**config.mk**
```make
export PLATFORM = sky130hd
export DESIGN_NAME = back_recorder
export DESIGN_NICKNAME = d
export VERILOG_FILES = /design/src/trace_pkg.sv /design/src/back_recorder.sv
export SDC_FILE = /design/constraint.sdc
export NUM_CORES = 1
export LEC_CHECK = 0
export ABC_AREA = 1
export BUFFER_PORTS_ARGS = -buffer_cell sky130_fd_sc_hd__clkbuf_2
export CAP_MARGIN = 20
export CORE_MARGIN = 2
export CORE_UTILIZATION = 25
export DETAILED_ROUTE_END_ITERATION = 8
export GPL_ROUTABILITY_DRIVEN = 0
export PLACE_DENSITY = 0.66
export SYNTH_ARGS = -nofsm -noshare
export SYNTH_HDL_FRONTEND = slang
export SYNTH_SLANG_ARGS = --single-unit
```
**constraint.sdc**
```tcl
create_clock -name clk -period 0.8 [get_ports clk]
set_input_delay 0.04 -clock clk [delete_from_list [all_inputs] [get_ports clk]]
set_output_delay 0.04 -clock clk [all_outputs]
set_load 0.1 [all_outputs]
```
**src/trace_pkg.sv**
```systemverilog
package trace_pkg;

    ////////////////////
    // Widths
    ////////////////////
    localparam int TAG_W   = 6;                 // 64 tags, at most 5 in flight
    localparam int TAGS    = 2 ** TAG_W;        // Entries in the front store
    localparam int SLOTS   = 4;                 // Fetch or decode events kept per instruction
    localparam int SLOT_W  = $clog2(SLOTS);     // Slot index
    localparam int CNT_W   = $clog2(SLOTS + 1); // Count runs 0..SLOTS
    localparam int CODE_W  = 16;                // Stage event code
    localparam int CYCLE_W = 32;                // Cycle and retire counters

    // Plain vectors with a meaning
    typedef logic [TAG_W-1:0]   tag_t;
    typedef logic [CODE_W-1:0]  evt_code_t;
    typedef logic [CNT_W-1:0]   cnt_t;
    typedef logic [SLOT_W-1:0]  slot_t;
    typedef logic [CYCLE_W-1:0] cycle_t;

    ////////////////////
    // Bundles
    ////////////////////

    // One stage's event input, single-cycle strobe
    typedef struct packed {
        logic      valid;
        evt_code_t code;
    } evt_strobe_t;

    // Tag and valid per stage, plus the fetch entry marker
    typedef struct packed {
        logic new_tag;      // High in the first cycle a tag sits in fetch
        tag_t fetch_tag;
        logic fetch_valid;
        tag_t decode_tag;
        logic decode_valid;
        tag_t exec_tag;
        logic exec_valid;
        tag_t mem_tag;
        logic mem_valid;
        tag_t wb_tag;
        logic wb_valid;
    } stage_ctl_t;

    // Front events for one tag, slots past the count read as zero
    typedef struct packed {
        cnt_t                  fetch_cnt;
        evt_code_t [SLOTS-1:0] fetch_code;
        cnt_t                  decode_cnt;
        evt_code_t [SLOTS-1:0] decode_code;
    } front_rec_t;

    // Back events, aligned with wb
    typedef struct packed {
        logic      exec_present;
        evt_code_t exec_code;
        logic      mem_present;
        evt_code_t mem_code;
    } back_rec_t;

    // Emitted once per instruction leaving wb
    typedef struct packed {
        tag_t       tag;
        front_rec_t front;
        back_rec_t  back;
        logic       wb_present;
        evt_code_t  wb_code;
        cycle_t     cycle;      // Cycle counter value in the wb cycle
    } retire_rec_t;

endpackage

```
**src/back_recorder.sv**
```systemverilog
`timescale 1ns/1ps

module back_recorder (
    input  logic                   clk,
    input  logic                   rst_n,
    input  trace_pkg::stage_ctl_t  ctl,
    input  trace_pkg::evt_strobe_t exec_evt,
    input  trace_pkg::evt_strobe_t mem_evt,
    output trace_pkg::back_rec_t   wb_back   // Belongs to the instruction in wb
);
    import trace_pkg::*;

    logic      exec_acc;        // Exec event taken this edge
    logic      mem_acc;         // Mem event taken this edge
    logic      exec_hit_q;      // Exec code present, mem stage copy
    evt_code_t exec_code_q;
    back_rec_t wb_q;            // Both codes, wb stage copy

    // Exec and mem hold an instruction for one cycle only
    assign exec_acc = ctl.exec_valid & exec_evt.valid;
    assign mem_acc  = ctl.mem_valid & mem_evt.valid;

    ////////////////////
    // Present bits
    ////////////////////
    always_ff @(posedge clk) begin
        if (!rst_n) begin
            exec_hit_q          <= 1'b0;
            wb_q.exec_present   <= 1'b0;
            wb_q.mem_present    <= 1'b0;
        end else begin
            exec_hit_q        <= exec_acc;      // Bubble leaves it low
            wb_q.exec_present <= exec_hit_q;
            wb_q.mem_present  <= mem_acc;
        end
    end

    // Codes follow the same advance, zero when absent
    always_ff @(posedge clk) begin
        exec_code_q    <= exec_acc ? exec_evt.code : '0;
        wb_q.exec_code <= exec_code_q;
        wb_q.mem_code  <= mem_acc ? mem_evt.code : '0;
    end

    assign wb_back = wb_q;

endmodule

```
==> impl_results.md <==
- Critical path class: reg2out
- Power Dens Cells: about 2000 mW/mm^2
- First-pass GRT wire length: roughly 5000 um
- Die H: 78.2 um
- Violated checks: negative setup slack
- TritonRoute pass-1 iters: 2
- ANT cells: 0
- Die X: 78.2 um
- Post-synth top area share: 0.742
- Final Power: 5.52 mW
- Final Hold Viols: 0
- Number of global-route vias before repair: 1064
- Maximum VDD drop: 0.00100 V
- CTS tree: built
- Clk slew on worst S/H paths: approximately 0.080 ns
- FMAX: around 1200 MHz
- CP required: 0.76 ns
- Nets: 307
- Vias: 1059
- Area Growth Syn to Fin: 105%
- Status: finished, violations left
- Post-CTS sizing: 0
- Crit. End Element: primary output
- Post-CTS setup buffers: 0
- Crit path max-delay family: flip-flops
- Setup WS pre-CTS: 0.178 ns
- Yosys reg bits: 51
- Drt drc: 0
- Fin area: 0.00282 sq mm
- Post-route setup slack: -0.0572 ns
- Sequential share of the synthesized area: 0.742
- Post-Place Cell Area: 0.00239 sq mm
- Clock sink count: 51
- Core Area: 0.00541 sq mm
- Area leader, netlist: dfxtp_1
- P_leak: ~1.3 nW
- Initial Util: 0.254
- Slew Limit Fails: 0
- Vias/cell: 3.45
- Total wire length: ~2900 um
- Clock H-tree levels: 2
- Syn Nets: around 200
- Synth Cell Area: 0.00138 sq mm
- Fill count: 480
- Cells after Synth: roughly 120
- Area of the multi-input gates: 204 sq um
- Worst skew pair latency: 0.29 ns
- Max-cap violations: 0
- Final Util: 0.522
- Slew @ Worst Pin: roughly 0.17 ns
- Final ANT Viol Nets: 0
- Relative slew slack: 0.884
- Netlist cell types: 8
- Total CTS buffers: 5
- Sequential cell area: approximately 0.0011 sq mm
- Max stage delay on crit path: roughly 0.35 ns
- Minimum clock period: 0.857 ns
- Final period util: 1.07
- Antenna violations before repair: 0
- Critical path buffer and inverter count: 1
- Layout cell share with drive strength beyond 1: 0.574
- Gr ovfl total: 0
- Dpl cells: 267
- Ys Warns: 0
- Crit path DAT: 0.82 ns
- Core Rows: 27
- Syn_area_per_cell: 11.1 sq um
- Initial DRC Count: 10
- GRT Total Usage: 0.107
- CP max stage cell: dfxtp_2
- CTS root buf: clkbuf_8
- Detail-routed net length per standard cell: 9.45 um
- Critical path fanouts, max: 1
- Crit path launch type: register
- Io pins: 106
- DP HPWL: 1920 um
- Pin count of the biggest net entering global routing: 18
- Final non-filler cell total: 307
- Setup Skew: 0.00516 ns
- Longest Clk Path Bufs: 2
- Area contributors post-synth: dfxtp_1, inv_1, nor2_2
- Die Area: 0.00611 sq mm
- CP cell instances: buf_12
- IO Port Bufs: 71
- Final setup viols: 34
- HP Class: in2reg
- Unrepaired setup endpoints after global routing: true
## power by group
part	leakage, nW	internal, mW	total [mW]	switching, mW
clock network	0.0513	0.917	1.67	0.754
registers	0.432	2.65	2.71	0.0597
logic	0.859	0.476	1.13	0.658
## path summary, 6_finish.rpt
path / from / endpoint / slack, ns / cells past startpoint
worst min-delay path: exec_evt[16] / exec_code_q[1]$_SDFF_PN0_ / 0.06 / 3
worst max register to register: exec_hit_q$_SDFF_PN0_ / wb_back[33]$_SDFF_PN0_ / 0.31 / 2
worst min register to register: exec_code_q[12]$_SDFF_PN0_ / wb_back[29]$_DFF_P_ / 0.33 / 0
worst max-delay path: wb_back[6]$_SDFF_PN0_ / wb_back[6] / -0.06 / 1
## synth_stat cells
library cell	instances
buf_6	2
nand2_2	2
nor2_1	14
nor2_4	2
inv_1	34
dfxtp_1	51
nor2_2	18
nand2_1	1
## timing repair
| action | 4_1_cts | 5_1_grt |
|---|---|---|
| hold buffers | 33 | 0 |
| pin swaps | 0 | 0 |
| setup endpoints to repair | 34 | 34 |
| hold endpoints to repair | 35 | 0 |
## routing by layer
metal,routed length [um],vias to the layer above,GRT usage
met4,45,0,0.0421
li1,-,559,-
met1,992,446,0.101
met5,0,-,0
met2,1600,48,0.201
met3,260,6,0.0483
## placed cells by master (no fill, tap or decap)
cell	count
dfxtp_2	34
nor2_2	18
nand2_1	1
buf_12	36
bufinv_16	1
dlygate4sd3_1	33
clkbuf_2	37
nor2_1	14
inv_1	34
nor2_4	2
dfxtp_1	17
clkbuf_1	1
clkbuf_8	5
nand2_2	2
## cell families (layout without fill, tap and decap cells)
group / after synthesis / count (layout) / share of synthesized area
DFF: 51 / 51 / 0.742
and+or+nand+nor: 37 / 37 / 0.148
buffers and inverters: 36 / 147 / 0.109
## registers in the layout (all words and copies together) (netlist names)
signal	count
wb_back	34
exec_code_q	16
exec_hit_q	1
## stage by stage
stage / setup TNS (ns) / hold slack, ns
floorplan: 0 / 0.133
global placement: 0 / 0.234
detailed placement: 0 / 0.237
CTS: -2.31 / 0.0566
global route: -3.10 / 0.0803
finish: -1.59 / 0.0621
## worst min-delay path, stage by stage
cell and delay, ns:
clkbuf_2 0.08, nand2_2 0.14, nor2_1 0.05
## layout make-up
cell class | instances | area share
Clock inverter | 1 | 0.0106
Timing Repair Buffer | 106 | 0.438
Multi-Input combinational cell | 37 | 0.0722
Inverter | 34 | 0.0452
Sequential cell | 51 | 0.377
Clock buffer | 6 | 0.0257
Tap cell | 72 | 0.0319
Note: power is estimated with default switching activity, not from simulation.
