`src/trace_pkg.sv`:
```
package trace_pkg;

    ////////////////////
    // Widths
    ////////////////////
    localparam int TAG_W   = 6;                 // 64 tags, at most 5 in flight
    localparam int TAGS    = 2 ** TAG_W;        // Entries in the front store
    localparam int SLOTS   = 4;                 // Fetch or decode events kept per instruction
    localparam int SLOT_W  = $clog2(SLOTS);     // Slot index
    localparam int CNT_W   = $clog2(SLOTS + 1); // Count runs 0..SLOTS
    localparam int CODE_W  = 16;                // Stage event code
    localparam int CYCLE_W = 32;                // Cycle and retire counters

    // Plain vectors with a meaning
    typedef logic [TAG_W-1:0]   tag_t;
    typedef logic [CODE_W-1:0]  evt_code_t;
    typedef logic [CNT_W-1:0]   cnt_t;
    typedef logic [SLOT_W-1:0]  slot_t;
    typedef logic [CYCLE_W-1:0] cycle_t;

    ////////////////////
    // Bundles
    ////////////////////

    // One stage's event input, single-cycle strobe
    typedef struct packed {
        logic      valid;
        evt_code_t code;
    } evt_strobe_t;

    // Tag and valid per stage, plus the fetch entry marker
    typedef struct packed {
        logic new_tag;      // High in the first cycle a tag sits in fetch
        tag_t fetch_tag;
        logic fetch_valid;
        tag_t decode_tag;
        logic decode_valid;
        tag_t exec_tag;
        logic exec_valid;
        tag_t mem_tag;
        logic mem_valid;
        tag_t wb_tag;
        logic wb_valid;
    } stage_ctl_t;

    // Front events for one tag, slots past the count read as zero
    typedef struct packed {
        cnt_t                  fetch_cnt;
        evt_code_t [SLOTS-1:0] fetch_code;
        cnt_t                  decode_cnt;
        evt_code_t [SLOTS-1:0] decode_code;
    } front_rec_t;

    // Back events, aligned with wb
    typedef struct packed {
        logic      exec_present;
        evt_code_t exec_code;
        logic      mem_present;
        evt_code_t mem_code;
    } back_rec_t;

    // Emitted once per instruction leaving wb
    typedef struct packed {
        tag_t       tag;
        front_rec_t front;
        back_rec_t  back;
        logic       wb_present;
        evt_code_t  wb_code;
        cycle_t     cycle;      // Cycle counter value in the wb cycle
    } retire_rec_t;

endpackage

```
`src/retire_reporter.sv`:
```
`timescale 1ns/1ps

module retire_reporter (
    input  logic                   clk,
    input  logic                   rst_n,
    input  trace_pkg::stage_ctl_t  ctl,
    input  trace_pkg::evt_strobe_t wb_evt,
    input  trace_pkg::front_rec_t  front_rec,     // Read at rd_tag
    input  trace_pkg::back_rec_t   back_rec,
    output trace_pkg::tag_t        rd_tag,        // Front store read address
    output logic                   retire_valid,
    output trace_pkg::retire_rec_t retire_rec,
    output trace_pkg::cycle_t      retired_count
);
    import trace_pkg::*;

    cycle_t cycle_q;    // Free-running, 0 in the first cycle after reset
    logic   wb_acc;     // Wb event taken with the record

    assign rd_tag = ctl.wb_tag;     // Front record for the retiring tag
    assign wb_acc = ctl.wb_valid & wb_evt.valid;

    ////////////////////
    // Counters
    ////////////////////
    always_ff @(posedge clk) begin
        if (!rst_n) begin
            cycle_q       <= '0;
            retire_valid  <= 1'b0;
            retired_count <= '0;
        end else begin
            cycle_q      <= cycle_q + 1'b1;
            retire_valid <= ctl.wb_valid;   // Pulse one cycle after wb
            if (ctl.wb_valid) begin
                retired_count <= retired_count + 1'b1;
            end
        end
    end

    ////////////////////
    // Retire record
    ////////////////////
    always_ff @(posedge clk) begin
        if (ctl.wb_valid) begin
            retire_rec.tag        <= ctl.wb_tag;
            retire_rec.front      <= front_rec;
            retire_rec.back       <= back_rec;
            retire_rec.wb_present <= wb_acc;
            retire_rec.wb_code    <= wb_acc ? wb_evt.code : '0;
            retire_rec.cycle      <= cycle_q;   // Wb cycle, not the output cycle
        end
    end

endmodule

```
`config.mk`:
```
export PLATFORM = sky130hd
export DESIGN_NAME = retire_reporter
export DESIGN_NICKNAME = d
export VERILOG_FILES = /design/src/trace_pkg.sv /design/src/retire_reporter.sv
export SDC_FILE = /design/constraint.sdc
export NUM_CORES = 1
export LEC_CHECK = 0
export ABC_AREA = 1
export BUFFER_PORTS_ARGS = -buffer_cell sky130_fd_sc_hd__buf_2
export CORE_AREA = 5 5 188 190
export DETAILED_ROUTE_END_ITERATION = 16
export DIE_AREA = 0 0 193 195
export PLACE_DENSITY = 0.61
export SETUP_SLACK_MARGIN = 0.4
export SLEW_MARGIN = 10
export SYNTH_ARGS = -nofsm -noshare
export SYNTH_HDL_FRONTEND = slang
export SYNTH_SLANG_ARGS = --single-unit
```
`constraint.sdc`:
```
create_clock -name clk -period 2.2 [get_ports clk]
set_input_delay 0.22 -clock clk [delete_from_list [all_inputs] [get_ports clk]]
set_output_delay 0.22 -clock clk [all_outputs]
set_load 0.03 [all_outputs]
```
==> results_dict.tcl <==
set metrics [dict create \
    status "complete, no violations" \
    syn_area_sq_mm 0.01025 \
    min_path_type "in -> reg" \
    multi_input_area_sq_mm 0.001856 \
    synth_top_area_share_pct 65.32 \
    synth_nets 993 \
    routed_wl_microns 37380 \
    finalCritPeriodShare_pct 72.91 \
    die_h_microns 195 \
    synth_area_leaders "edfxtp_1 (65%), dfxtp_1 (13%), nand2_1 (4.3%), nor2_1 (3.7%), inv_1 (2.9%)" \
    drtIter0Drc 444 \
    layout.nets 1657 \
    rr_worst_depth 8 \
    overflow 0 \
    critical_path.endpoint_type "register" \
    drc 0 \
    ios 485 \
    holdPathStages 3 \
    place_inst 1661 \
    ir_drop_mv 0.5069 \
    rsz0062_at_grt "no" \
    dr_total_vias 8496 \
    finalHoldViolations 0 \
    setup_viol 0 \
    critPathLaunchType "register" \
    power_leakage_nw 6.701 \
    pre_cts_slack_ns 0.5407 \
    clk_pin_slew_ns 0.06 \
    gp_congestion 0.9213 \
    grt_pass1_wl_microns 52760 \
    seq_area_frac_synth_pct 78.02 \
    grt_pass1_vias 8493 \
    synth_edf_count 223 \
    maxSlewViolCount 0 \
    finalCriticalPeriod_ns 1.604 \
    synth_most_common_cell "edfxtp_1" \
    relSlewSlack_pct 53.47 \
    hold_ws_ns 0.02095 \
    syn_avg_cell_area_sq_um 13.35 \
    rows 67 \
    synth_warnings 0 \
    synth_cells 768 \
    synth_ff_type "edfxtp_1" \
    max-cap-violations 0 \
    seqCellArea_sq_mm 0.007999 \
    rr_startpoint "retired_count[1]" \
    synth_area_leader_cell "edfxtp_1" \
    setup_tns_ns 0 \
    final_cells 1909 \
    crit_required_ns 2.61 \
    cts_num_sinks 288 \
    setup_ws_ns 0.5960 \
    drt_pass1_iterations 5 \
    async_flop_share_pct 0 \
    die_x_microns 193 \
    skew_ns 0.01909 \
    critical_path_class "reg -> reg" \
    fmax_mhz 623.4 \
    ys_types 32 \
    final_area_sq_mm 0.01604 \
    cts_tree "built" \
    worstMarginPinSlew_ns 0.6980 \
    arrival_ns 2.01 \
    area_delta_synth_final_pct 56.43 \
    wire_per_inst_microns 19.58 \
    cts_root_buffer "clkbuf_16" \
    synth-seq-cells 288 \
    place_hpwl_microns 26380 \
    worst_skew_pair.late_latency_ns 0.51 \
    vias_per_cell 4.450 \
    num-fill-cells 2912 \
    hold_end "retire_rec[40]" \
    grt_use_total_pct 18.73 \
    placed_cell_area_sq_mm 0.01308 \
    ant_nets 0 \
    drive_gt1_share_pct 37.27 \
    port_buffers 455 \
    rrSetupSlack_ns 0.60 \
    regToRegEndpoint "retired_count[30]" \
    start_util_pct 30.80 \
    grt_max_degree 118 \
    dieArea_sq_mm 0.03764 \
    synthTopCellsByCount "edfxtp_1 (223), nand2_1 (118), nor2_1 (101)" \
    path_max_fanout 4 \
    clockBufferDepth 3 \
    htreeDepth 2 \
    cts_buffers 34 \
    power.density_mw_per_mm2 845.7 \
    antenna_found_initial 6 \
    core_sq_mm 0.03328 \
    hold_path_startpoint "wb_evt[8]" \
    cts_setup_buffers 0 \
]
-- cell type report --
cell class,instances,share of cell area (%)
flip-flops and latches,288,49.88
repair buffers,642,26.11
multi-input cells,382,11.57
clock buffers,37,5.376
well taps,448,3.496
inverters,84,1.966
clock inverters,24,1.537
diodes,4,0.06242
-- flip-flops by register name, indices dropped and copies added, names as in the netlist --
register	count
cycle_q	32
retired_count	32
retire_valid	1
retire_rec	223
-- placed cells by master (no fill, tap or decap), drive strengths merged, types with 2 or more instances in the layout --
| cell | instances |
|---|---|
| a21oi | 39 |
| buf | 459 |
| bufinv | 4 |
| clkbuf | 37 |
| clkinv | 16 |
| dfxtp | 65 |
| diode | 4 |
| dlygate4sd3 | 183 |
| edfxtp | 223 |
| ha | 2 |
| inv | 87 |
| nand2 | 124 |
| nand3 | 30 |
| nand3b | 8 |
| nand4 | 6 |
| nor2 | 116 |
| nor3 | 16 |
| o21a | 8 |
| o21ai | 16 |
| o21bai | 4 |
| xnor2 | 3 |
| xor2 | 7 |
-- critical path, stage by stage (launching register included) --
cell and delay, ns:
dfxtp_1 0.39, ha_1 0.22, nand3_1 0.11, nor2_2 0.19
nand2_2 0.11, nor2_2 0.17, nand2_1 0.12, nor3_1 0.14
nor2_1 0.06
-- report_power, final --
group          switching (mW)  internal, mW
logic                    1.11         0.569
clock network            2.24          3.33
registers               0.100          6.20
-- stage by stage --
stage                     power (mW)  util [%]
after global routing           14.02     48.18
after detailed placement       7.809     39.31
after global placement         7.790     39.31
after CTS                      13.70     48.15
after floorplan                7.127         -
final                          13.56     48.18
-- repair_timing --
action                                  CTS  global route
hold endpoints to repair                188             0
hold buffers                            183             0
resized for setup                         0             1
endpoints found under the setup margin    0             2
-- cells by family after synthesis --
| kind of cell | count (synthesis) | synth area share [%] |
|---|---|---|
| AO/OA/AOI/OAI | 68 | 3.662 |
| XOR/XNOR | 10 | 0.8544 |
| adder cells (fa/ha/maj) | 2 | 0.2441 |
| buffers and inverters | 98 | 3.881 |
| flip-flops | 288 | 78.02 |
| AND/OR/NAND/NOR | 302 | 13.34 |
-- worst max-delay path by stage --
stage / from / endpoint / slack (ns)
after global placement: retired_count[0] / retired_count[30] / 0.58
after global routing: cycle_q[11] / cycle_q[19] / 0.46
after floorplan: retired_count[0] / retired_count[30] / 0.52
final: retired_count[1] / retired_count[30] / 0.60
after detailed placement: retired_count[0] / retired_count[30] / 0.54
after CTS: retired_count[0] / retired_count[30] / 0.54
-- routing by layer --
metal / part of all wire (%) / track usage [%] / vias up
met4: 6.0 / 10.02 / 2
met5: 0.035 / 0 / -
li1: - / - / 3958
met2: 48 / 32.01 / 415
met1: 37 / 21.24 / 4021
met3: 8.9 / 5.071 / 100
(Power assumes the default switching activity.)
