===== src/trace_pkg.sv =====
package trace_pkg;

    ////////////////////
    // Widths
    ////////////////////
    localparam int TAG_W   = 6;                 // 64 tags, at most 5 in flight
    localparam int TAGS    = 2 ** TAG_W;        // Entries in the front store
    localparam int SLOTS   = 4;                 // Fetch or decode events kept per instruction
    localparam int SLOT_W  = $clog2(SLOTS);     // Slot index
    localparam int CNT_W   = $clog2(SLOTS + 1); // Count runs 0..SLOTS
    localparam int CODE_W  = 16;                // Stage event code
    localparam int CYCLE_W = 32;                // Cycle and retire counters

    // Plain vectors with a meaning
    typedef logic [TAG_W-1:0]   tag_t;
    typedef logic [CODE_W-1:0]  evt_code_t;
    typedef logic [CNT_W-1:0]   cnt_t;
    typedef logic [SLOT_W-1:0]  slot_t;
    typedef logic [CYCLE_W-1:0] cycle_t;

    ////////////////////
    // Bundles
    ////////////////////

    // One stage's event input, single-cycle strobe
    typedef struct packed {
        logic      valid;
        evt_code_t code;
    } evt_strobe_t;

    // Tag and valid per stage, plus the fetch entry marker
    typedef struct packed {
        logic new_tag;      // High in the first cycle a tag sits in fetch
        tag_t fetch_tag;
        logic fetch_valid;
        tag_t decode_tag;
        logic decode_valid;
        tag_t exec_tag;
        logic exec_valid;
        tag_t mem_tag;
        logic mem_valid;
        tag_t wb_tag;
        logic wb_valid;
    } stage_ctl_t;

    // Front events for one tag, slots past the count read as zero
    typedef struct packed {
        cnt_t                  fetch_cnt;
        evt_code_t [SLOTS-1:0] fetch_code;
        cnt_t                  decode_cnt;
        evt_code_t [SLOTS-1:0] decode_code;
    } front_rec_t;

    // Back events, aligned with wb
    typedef struct packed {
        logic      exec_present;
        evt_code_t exec_code;
        logic      mem_present;
        evt_code_t mem_code;
    } back_rec_t;

    // Emitted once per instruction leaving wb
    typedef struct packed {
        tag_t       tag;
        front_rec_t front;
        back_rec_t  back;
        logic       wb_present;
        evt_code_t  wb_code;
        cycle_t     cycle;      // Cycle counter value in the wb cycle
    } retire_rec_t;

endpackage


===== src/stage_tracker.sv =====
`timescale 1ns/1ps

module stage_tracker (
    input  logic                  clk,
    input  logic                  rst_n,
    input  logic                  stall,    // Level, takes effect one edge later
    output trace_pkg::stage_ctl_t ctl
);
    import trace_pkg::*;

    logic       stall_q;    // Registered stall
    tag_t       next_tag_q; // Tag fetch takes at the next advance
    stage_ctl_t ctl_q;      // Stage tags and valids

    ////////////////////
    // Stall register
    ////////////////////
    always_ff @(posedge clk) begin
        if (!rst_n) begin
            stall_q <= 1'b0;
        end else begin
            stall_q <= stall;
        end
    end

    ////////////////////
    // Stage advance
    ////////////////////
    always_ff @(posedge clk) begin
        if (!rst_n) begin
            ctl_q      <= '0;   // All stages empty, tags at 0
            next_tag_q <= '0;   // First fetch gets tag 0
        end else begin
            // Back half moves every edge, stall or not
            ctl_q.mem_tag   <= ctl_q.exec_tag;
            ctl_q.mem_valid <= ctl_q.exec_valid;
            ctl_q.wb_tag    <= ctl_q.mem_tag;
            ctl_q.wb_valid  <= ctl_q.mem_valid;

            if (stall_q) begin
                // Fetch and decode hold their instruction
                ctl_q.exec_valid <= 1'b0;   // Bubble into exec
                ctl_q.new_tag    <= 1'b0;   // Same tag stays in fetch
            end else begin
                ctl_q.fetch_tag    <= next_tag_q;
                ctl_q.fetch_valid  <= 1'b1;
                ctl_q.decode_tag   <= ctl_q.fetch_tag;
                ctl_q.decode_valid <= ctl_q.fetch_valid;
                ctl_q.exec_tag     <= ctl_q.decode_tag;
                ctl_q.exec_valid   <= ctl_q.decode_valid;
                ctl_q.new_tag      <= 1'b1;                 // Front store clears this tag
                next_tag_q         <= next_tag_q + 1'b1;    // Wraps past 63
            end
        end
    end

    assign ctl = ctl_q;

endmodule


===== config.mk =====
export PLATFORM = sky130hd
export DESIGN_NAME = stage_tracker
export DESIGN_NICKNAME = d
export VERILOG_FILES = /design/src/trace_pkg.sv /design/src/stage_tracker.sv
export SDC_FILE = /design/constraint.sdc
export NUM_CORES = 1
export LEC_CHECK = 0
export ABC_AREA = 1
export BUFFER_PORTS_ARGS = -buffer_cell sky130_fd_sc_hd__buf_4
export CORE_ASPECT_RATIO = 0.5
export CORE_UTILIZATION = 47
export CTS_BUF_LIST = sky130_fd_sc_hd__clkbuf_4
export DETAILED_ROUTE_END_ITERATION = 10
export HOLD_SLACK_MARGIN = 0.06
export PLACE_DENSITY_LB_ADDON = 0.25
export SLEW_MARGIN = 10
export SYNTH_ARGS = -nofsm -noshare
export SYNTH_HDL_FRONTEND = slang
export SYNTH_SLANG_ARGS = --single-unit

===== constraint.sdc =====
create_clock -name clk -period 0.9 [get_ports clk]
set_input_delay 0.09 -clock clk [delete_from_list [all_inputs] [get_ports clk]]
set_output_delay 0.09 -clock clk [all_outputs]
set_load 0.1 [all_outputs]

==> results of run 1 <==
==> per-stage QoR <==
step,std cells,instance area (sq um),util (%),setup WS [ns]
after floorplan,163,1540,-,-0.0972
after global placement,242,1910,69.8,-0.0156
after detailed placement,242,1910,69.8,-0.0623
after CTS,259,2530,92.8,-0.102
==> cell usage after synthesis <==
library cell  number  area [sq um]
buf_4              4          30.0
nor2_2             1          6.26
clkbuf_2           1          5.00
dfxtp_1           43           861
a21oi_1           14          70.1
nor3_1             1          5.00
buf_6              1          11.3
inv_4              1          6.26
nand3_1            2          10.0
nand2_1           29           109
inv_1             30           113
o21ai_0           11          55.1
nor2_1            12          45.0
nand2_2            2          12.5
ha_1               1          12.5
inv_2              2          7.51
a211oi_2           1          12.5
a22oi_1            6          45.0
nor2_4             1          11.3
==> cells by family after synthesis <==
kind of cell	count (synthesis)
and+or+nand+nor	48
DFF	43
buffers and inverters	39
AOI/OAI and AO/OA	32
adders and majority gates	1
==> repair_timing <==
action / 4_1_cts
hold buffers: 1
resized for setup: 123
hold endpoints to repair: 2
buffers inserted: 8
setup endpoints to repair: 53
gates cloned: 0
pin swaps: 5
==> out/results.txt, run 1 <==
The proportion of synthesized area in mux cells is 0%. The run stopped with a tool error. After the last repair the worst path ends at a top-level output. The tools report the pin ending the worst setup path after global-route repair as ctl[14]. The run gives 19 as the count of distinct cell types in the synthesized netlist. Share of synthesized cell area in and, or, nand and nor gates: 13.9%. The floorplan step set the die width to 79.9 um.

The floorplan step set the die height to 41.0 um. The cell count after synthesis came out at 163. Of the total synthesized cell area, the portion taken by full adders, half adders and majority gates is 0.876%. Entering global routing, the biggest net connects 30 pins. Counting flops and latches in the post-synthesis netlist gives 43. The logs give 167 for the number of nets produced by synthesis and 2 for the maximum count of clock buffers along a single path.

The routability congestion estimate from global placement was 0.777. The logs give 52.2% for the effective utilization at floorplan and 39 for the count of pins on the block boundary. After floorplanning, the core was divided into 13 placement rows. Summing the sequential cell areas from Yosys gives 60.3% of the chip area. Summing the areas of all compound-gate instances in the mapped netlist gives 12.8% of the synthesized area. Input and output buffers added on the ports amount to 38. After legalization and detailed placement, the total HPWL measured 1930 um.

After synthesis the cells add up to 0.00143 sq mm. The number of CTS-inserted buffers was 5; the Yosys warning count was 0. The share of the synthesized netlist area taken by xor and xnor gates came out at 0%. The largest family of logic cells by synthesized area was simple AND/OR/NAND/NOR gates. The flow halted during global routing (5_1_grt). The number of sinks driven by the clock tree is 43, and the average size of a mapped cell is 8.76 sq um. Clock root buffer master: clkbuf_4. The first error in the log reads "[ERROR DPL-0038] Utilization greater than 100%, impossible to legalize".

In this run the number of H-tree levels came out at 2.
==> run 2, diff against run 1 <==
Settings changed: CORE_ASPECT_RATIO 0.5 to not set, CORE_UTILIZATION 47 to 32, CTS_BUF_LIST sky130_fd_sc_hd__clkbuf_4 to not set, HOLD_SLACK_MARGIN 0.06 to not set, PLACE_DENSITY_LB_ADDON 0.25 to 0.15.
Clock period 0.9 ns to 1.17 ns, I/O delays scaled along.
==> out/results.txt, run 2 <==
The clock arrives with 0.00892 ns of skew. Adder-cell share of the synthesized area: 0.876%. Critical path start-end classification: flop to flop.

The synthesis-to-layout area growth was 30.2%; the total count of hold-check failures in the final report was 0. The number of placed instances, taps included, is 248. Worst hold path depth: 3.

The number of antenna violations at the first check in global routing came out at 0. The detailed router placed 1106 vias in this run. The later pin in the worst-skew pair is clocked with a latency of 0.28 ns. Clock-pin slew was measured on the worst setup and hold paths at 0.08 ns. After global routing the overflow that remains totals 0.

The share of the synthesized netlist area taken by xor and xnor gates is 0%. The global routing usage summed across all routing layers came out at 12.9%. Summing the areas of all compound-gate instances in the mapped netlist gives 12.8% of the synthesized area.

Buffers added to address setup during post-CTS repair amount to 0. The cell type with the highest aggregate area in the netlist is dfxtp_1. The filler cells instantiated in the layout total 411. Averaged over all synthesized cells, the footprint is 8.76 sq um.

From left edge to right edge, the die measures 68.8 um. The data required time at the worst endpoint was 1.39 ns. For this design, the slowest cell found on the critical path is dfxtp_1. Together, buffers and inverters on the worst path number 2.

The tools report the Yosys warning count as 0. The largest voltage drop on the vdd net was 640 uV. Summed over its instances, the top area cell type makes up 60.3% of the synthesized netlist area.

The logs give 0 for the post-CTS resize count and 2030 um for the placed wire-length estimate. In the synthesized netlist, the cells that appear most often are 43 x dfxtp_1, 30 x inv_1, 29 x nand2_1. Power density normalized to cell area: 1680 mW/mm^2. Along the worst path, the maximum fanout reaches 3. TritonCTS built the clock tree.

Synthesis produced 163 cells. The height of the chip was 68.8 um. The number of global-route vias before repair is 1006, and the iteration count of the initial detailed-routing pass is 4.

The most common cell after layout, fill and taps aside was buf_4. The time the final worst path needs with I/O delays and setup works out to 1.04 ns. The register with the most flip-flops in the layout has 36 of them. The run gives 0.00473 sq mm as the overall die area.

Among all flip-flop cells after synthesis, the most frequent one is dfxtp_1. For this design the static power due to leakage is 0.946 nW. In this run the core area contains 23 standard-cell rows. The first global-routing pass estimated 4420 um of wire.

The tools report the number of nets produced by synthesis as 167. The tools report the clock root buffer master as clkbuf_8. For this run, the slowest stage of the critical path takes 0.37 ns. The highest clock frequency the design can meet is 965 MHz, and the routed wire length per instance is 10.7 um. Worst-case headroom to the max-slew limit: 81.4%. The run gives 19 as the count of distinct cell types in the synthesized netlist. Summed over all failing endpoints, the final setup total negative slack is 0 ns. The tools report the end of the worst register-to-register path as next_tag_q[4]$_SDFFE_PN0N_. In this run the cell area of the synthesized design comes to 0.00143 sq mm. The count of pins on the block boundary came out at 39.

The number of buffers added on ports is 38, and the proportion of synthesized area in mux cells is 0%. The path with the worst hold slack has its endpoint at stall_q$_SDFF_PN0_. Max-slew violation count: 0. The critical path startpoint category was a flop. The number of sinks driven by the clock tree was 43. Ranked by total cell area, the synthesized netlist is headed by dfxtp_1 60%, inv_1 7.9%, nand2_1 7.6%.

For the minimum setup slack after placement, the log shows 0.107 ns. The run finished with clean final reports. Number of synthesized register bits: 43. Dividing the detail-routed via count by the number of cells gives 4.32.

The repair_antennas step left the layout with diodes totalling 0. The worst hold path begins at stall. Setup repair after global routing left no endpoint under its margin. The gate family responsible for the most delay along the worst path is flip-flops.

Share of final-layout standard cells stronger than drive strength 1: 36.9%. The worst register-to-register path begins at next_tag_q[1]$_SDFFE_PN0N_. Leaving out fill and tap cells, the most frequent cells in the layout are 41 x buf_4, 30 x inv_1, 29 x nand2_1. For the cts-stage hold buffer count, the log shows 0. Of the available clock period, the critical path in the final layout requires 88.6%. The worst hold-check path type was primary input to flop. The worst setup path is captured at a flop. The number of H-tree levels was 2. Transition time at the pin with the least slew margin: 0.282 ns. The share of the Yosys chip area taken by registers is 60.3%. The share of synthesized cell area in and, or, nand and nor gates works out to 13.9%. Largest family of logic cells by synthesized area: simple AND/OR/NAND/NOR gates. Among all cell types in the netlist, the one instantiated most often is dfxtp_1. Counting flops with an async set or reset pin after synthesis yields a share of 0%.

The detailed router finished its first iteration with 28 violations. Worst reg-to-reg path cell count: 7. The clock passes through at most 2 buffers. Data arrives at the worst endpoint at 1.25 ns. Worst path setup slack after routing: 0.134 ns. For the max-cap check violation count, the log shows 0. The number of enable-type register cells in the synthesized netlist was 0; the number of design rule violations left after detail routing was 0.

Setup violations remaining at the end of the flow were counted as 0. The run gives 0.720 as the routability congestion estimate from global placement. Traced cell by cell, the critical path runs through ha_1 -> inv_1 -> nor2_4 -> nand2_1 -> nand2_1 -> inv_1 -> nor2_1.

The area of the core was 0.00414 sq mm; the antenna violation net count after detailed routing was 0. Entering global routing, the biggest net connects 20 pins. Leaving out filler cells and counting taps, the final layout contains 256. The initial utilization of the core area, before any placement, comes to 34.5%. The number of CTS-inserted buffers is 5, and the overall routed net length is 2750 um. In the final design database the tool counted 209 nets. Setup slack on the worst reg-to-reg path comes out at 0.13 ns.
## run 2: cell counts after synthesis
No cell type changed its count.
## run 2: layout make-up
cell class              count  area, sq um  area share, %
flip-flops and latches     43          887           47.7
multi-input cells          81          394           21.2
repair buffers             41          308           16.6
inverters                  33          126           6.80
clock buffers               7         76.3           4.10
well taps                  50         62.6           3.36
clock inverters             1         5.00          0.269
## run 2: cell families (layout without fill, tap and decap cells)
kind of cell / count (synthesis) / count (layout)
AO/OA/AOI/OAI: 32 / 32
adder cells (fa/ha/maj): 1 / 1
buffers and inverters: 39 / 82
flip-flops: 43 / 43
AND/OR/NAND/NOR: 48 / 48
## run 2: worst reg2reg max path, cell delays in order (launching register included)
cell and delay [ns]:
dfxtp_1 0.37, ha_1 0.18, inv_1 0.07, nor2_4 0.13, nand2_1 0.06, nand2_1 0.05
inv_1 0.03, nor2_1 0.07
## run 2: through the flow
stage / utilization [%] / power, W / area, sq um / hold WS [ns]
6_report: 44.9 / 0.00312 / 1860 / 0.0233
5_1_grt: 44.9 / 0.00326 / 1860 / 0.0178
4_1_cts: 44.8 / 0.00316 / 1860 / 0.0142
3_5_place_dp: 42.9 / 0.00229 / 1780 / 0.312
3_3_place_gp: 42.9 / 0.00228 / 1780 / 0.310
2_1_floorplan: - / 0.00216 / 1450 / 0.215
## run 2: worst max-delay path by stage
stage | cells past startpoint | slack (ns) | start | end
after detailed placement | 7 | 0.11 | next_tag_q[0]$_SDFFE_PN0N_ | next_tag_q[4]$_SDFFE_PN0N_
after CTS | 7 | 0.08 | next_tag_q[0]$_SDFFE_PN0N_ | next_tag_q[4]$_SDFFE_PN0N_
final | 7 | 0.13 | next_tag_q[1]$_SDFFE_PN0N_ | next_tag_q[4]$_SDFFE_PN0N_
after global placement | 7 | 0.14 | next_tag_q[0]$_SDFFE_PN0N_ | next_tag_q[4]$_SDFFE_PN0N_
after floorplan | 2 | 0.01 | ctl[7]$_SDFF_PN0_ | ctl[0]$_SDFF_PN0_
after global routing | 7 | 0.03 | next_tag_q[1]$_SDFFE_PN0N_ | next_tag_q[4]$_SDFFE_PN0N_
## run 2: routing by layer
| layer | GRT usage, % | vias up | routed length (um) |
|---|---|---|---|
| met5 | 0 | - | 0 |
| met4 | 4.59 | 0 | 29 |
| met3 | 5.26 | 4 | 183 |
| met2 | 20.5 | 29 | 1250 |
| met1 | 15.7 | 485 | 1290 |
| li1 | - | 588 | - |
## run 2: report_power, final
group          internal [W]  switching (W)  total [W]
sequential          0.00154      0.0000441    0.00159
clock              0.000419       0.000451   0.000869
combinational      0.000125       0.000539   0.000663
Power figures use the tool's default switching activity.
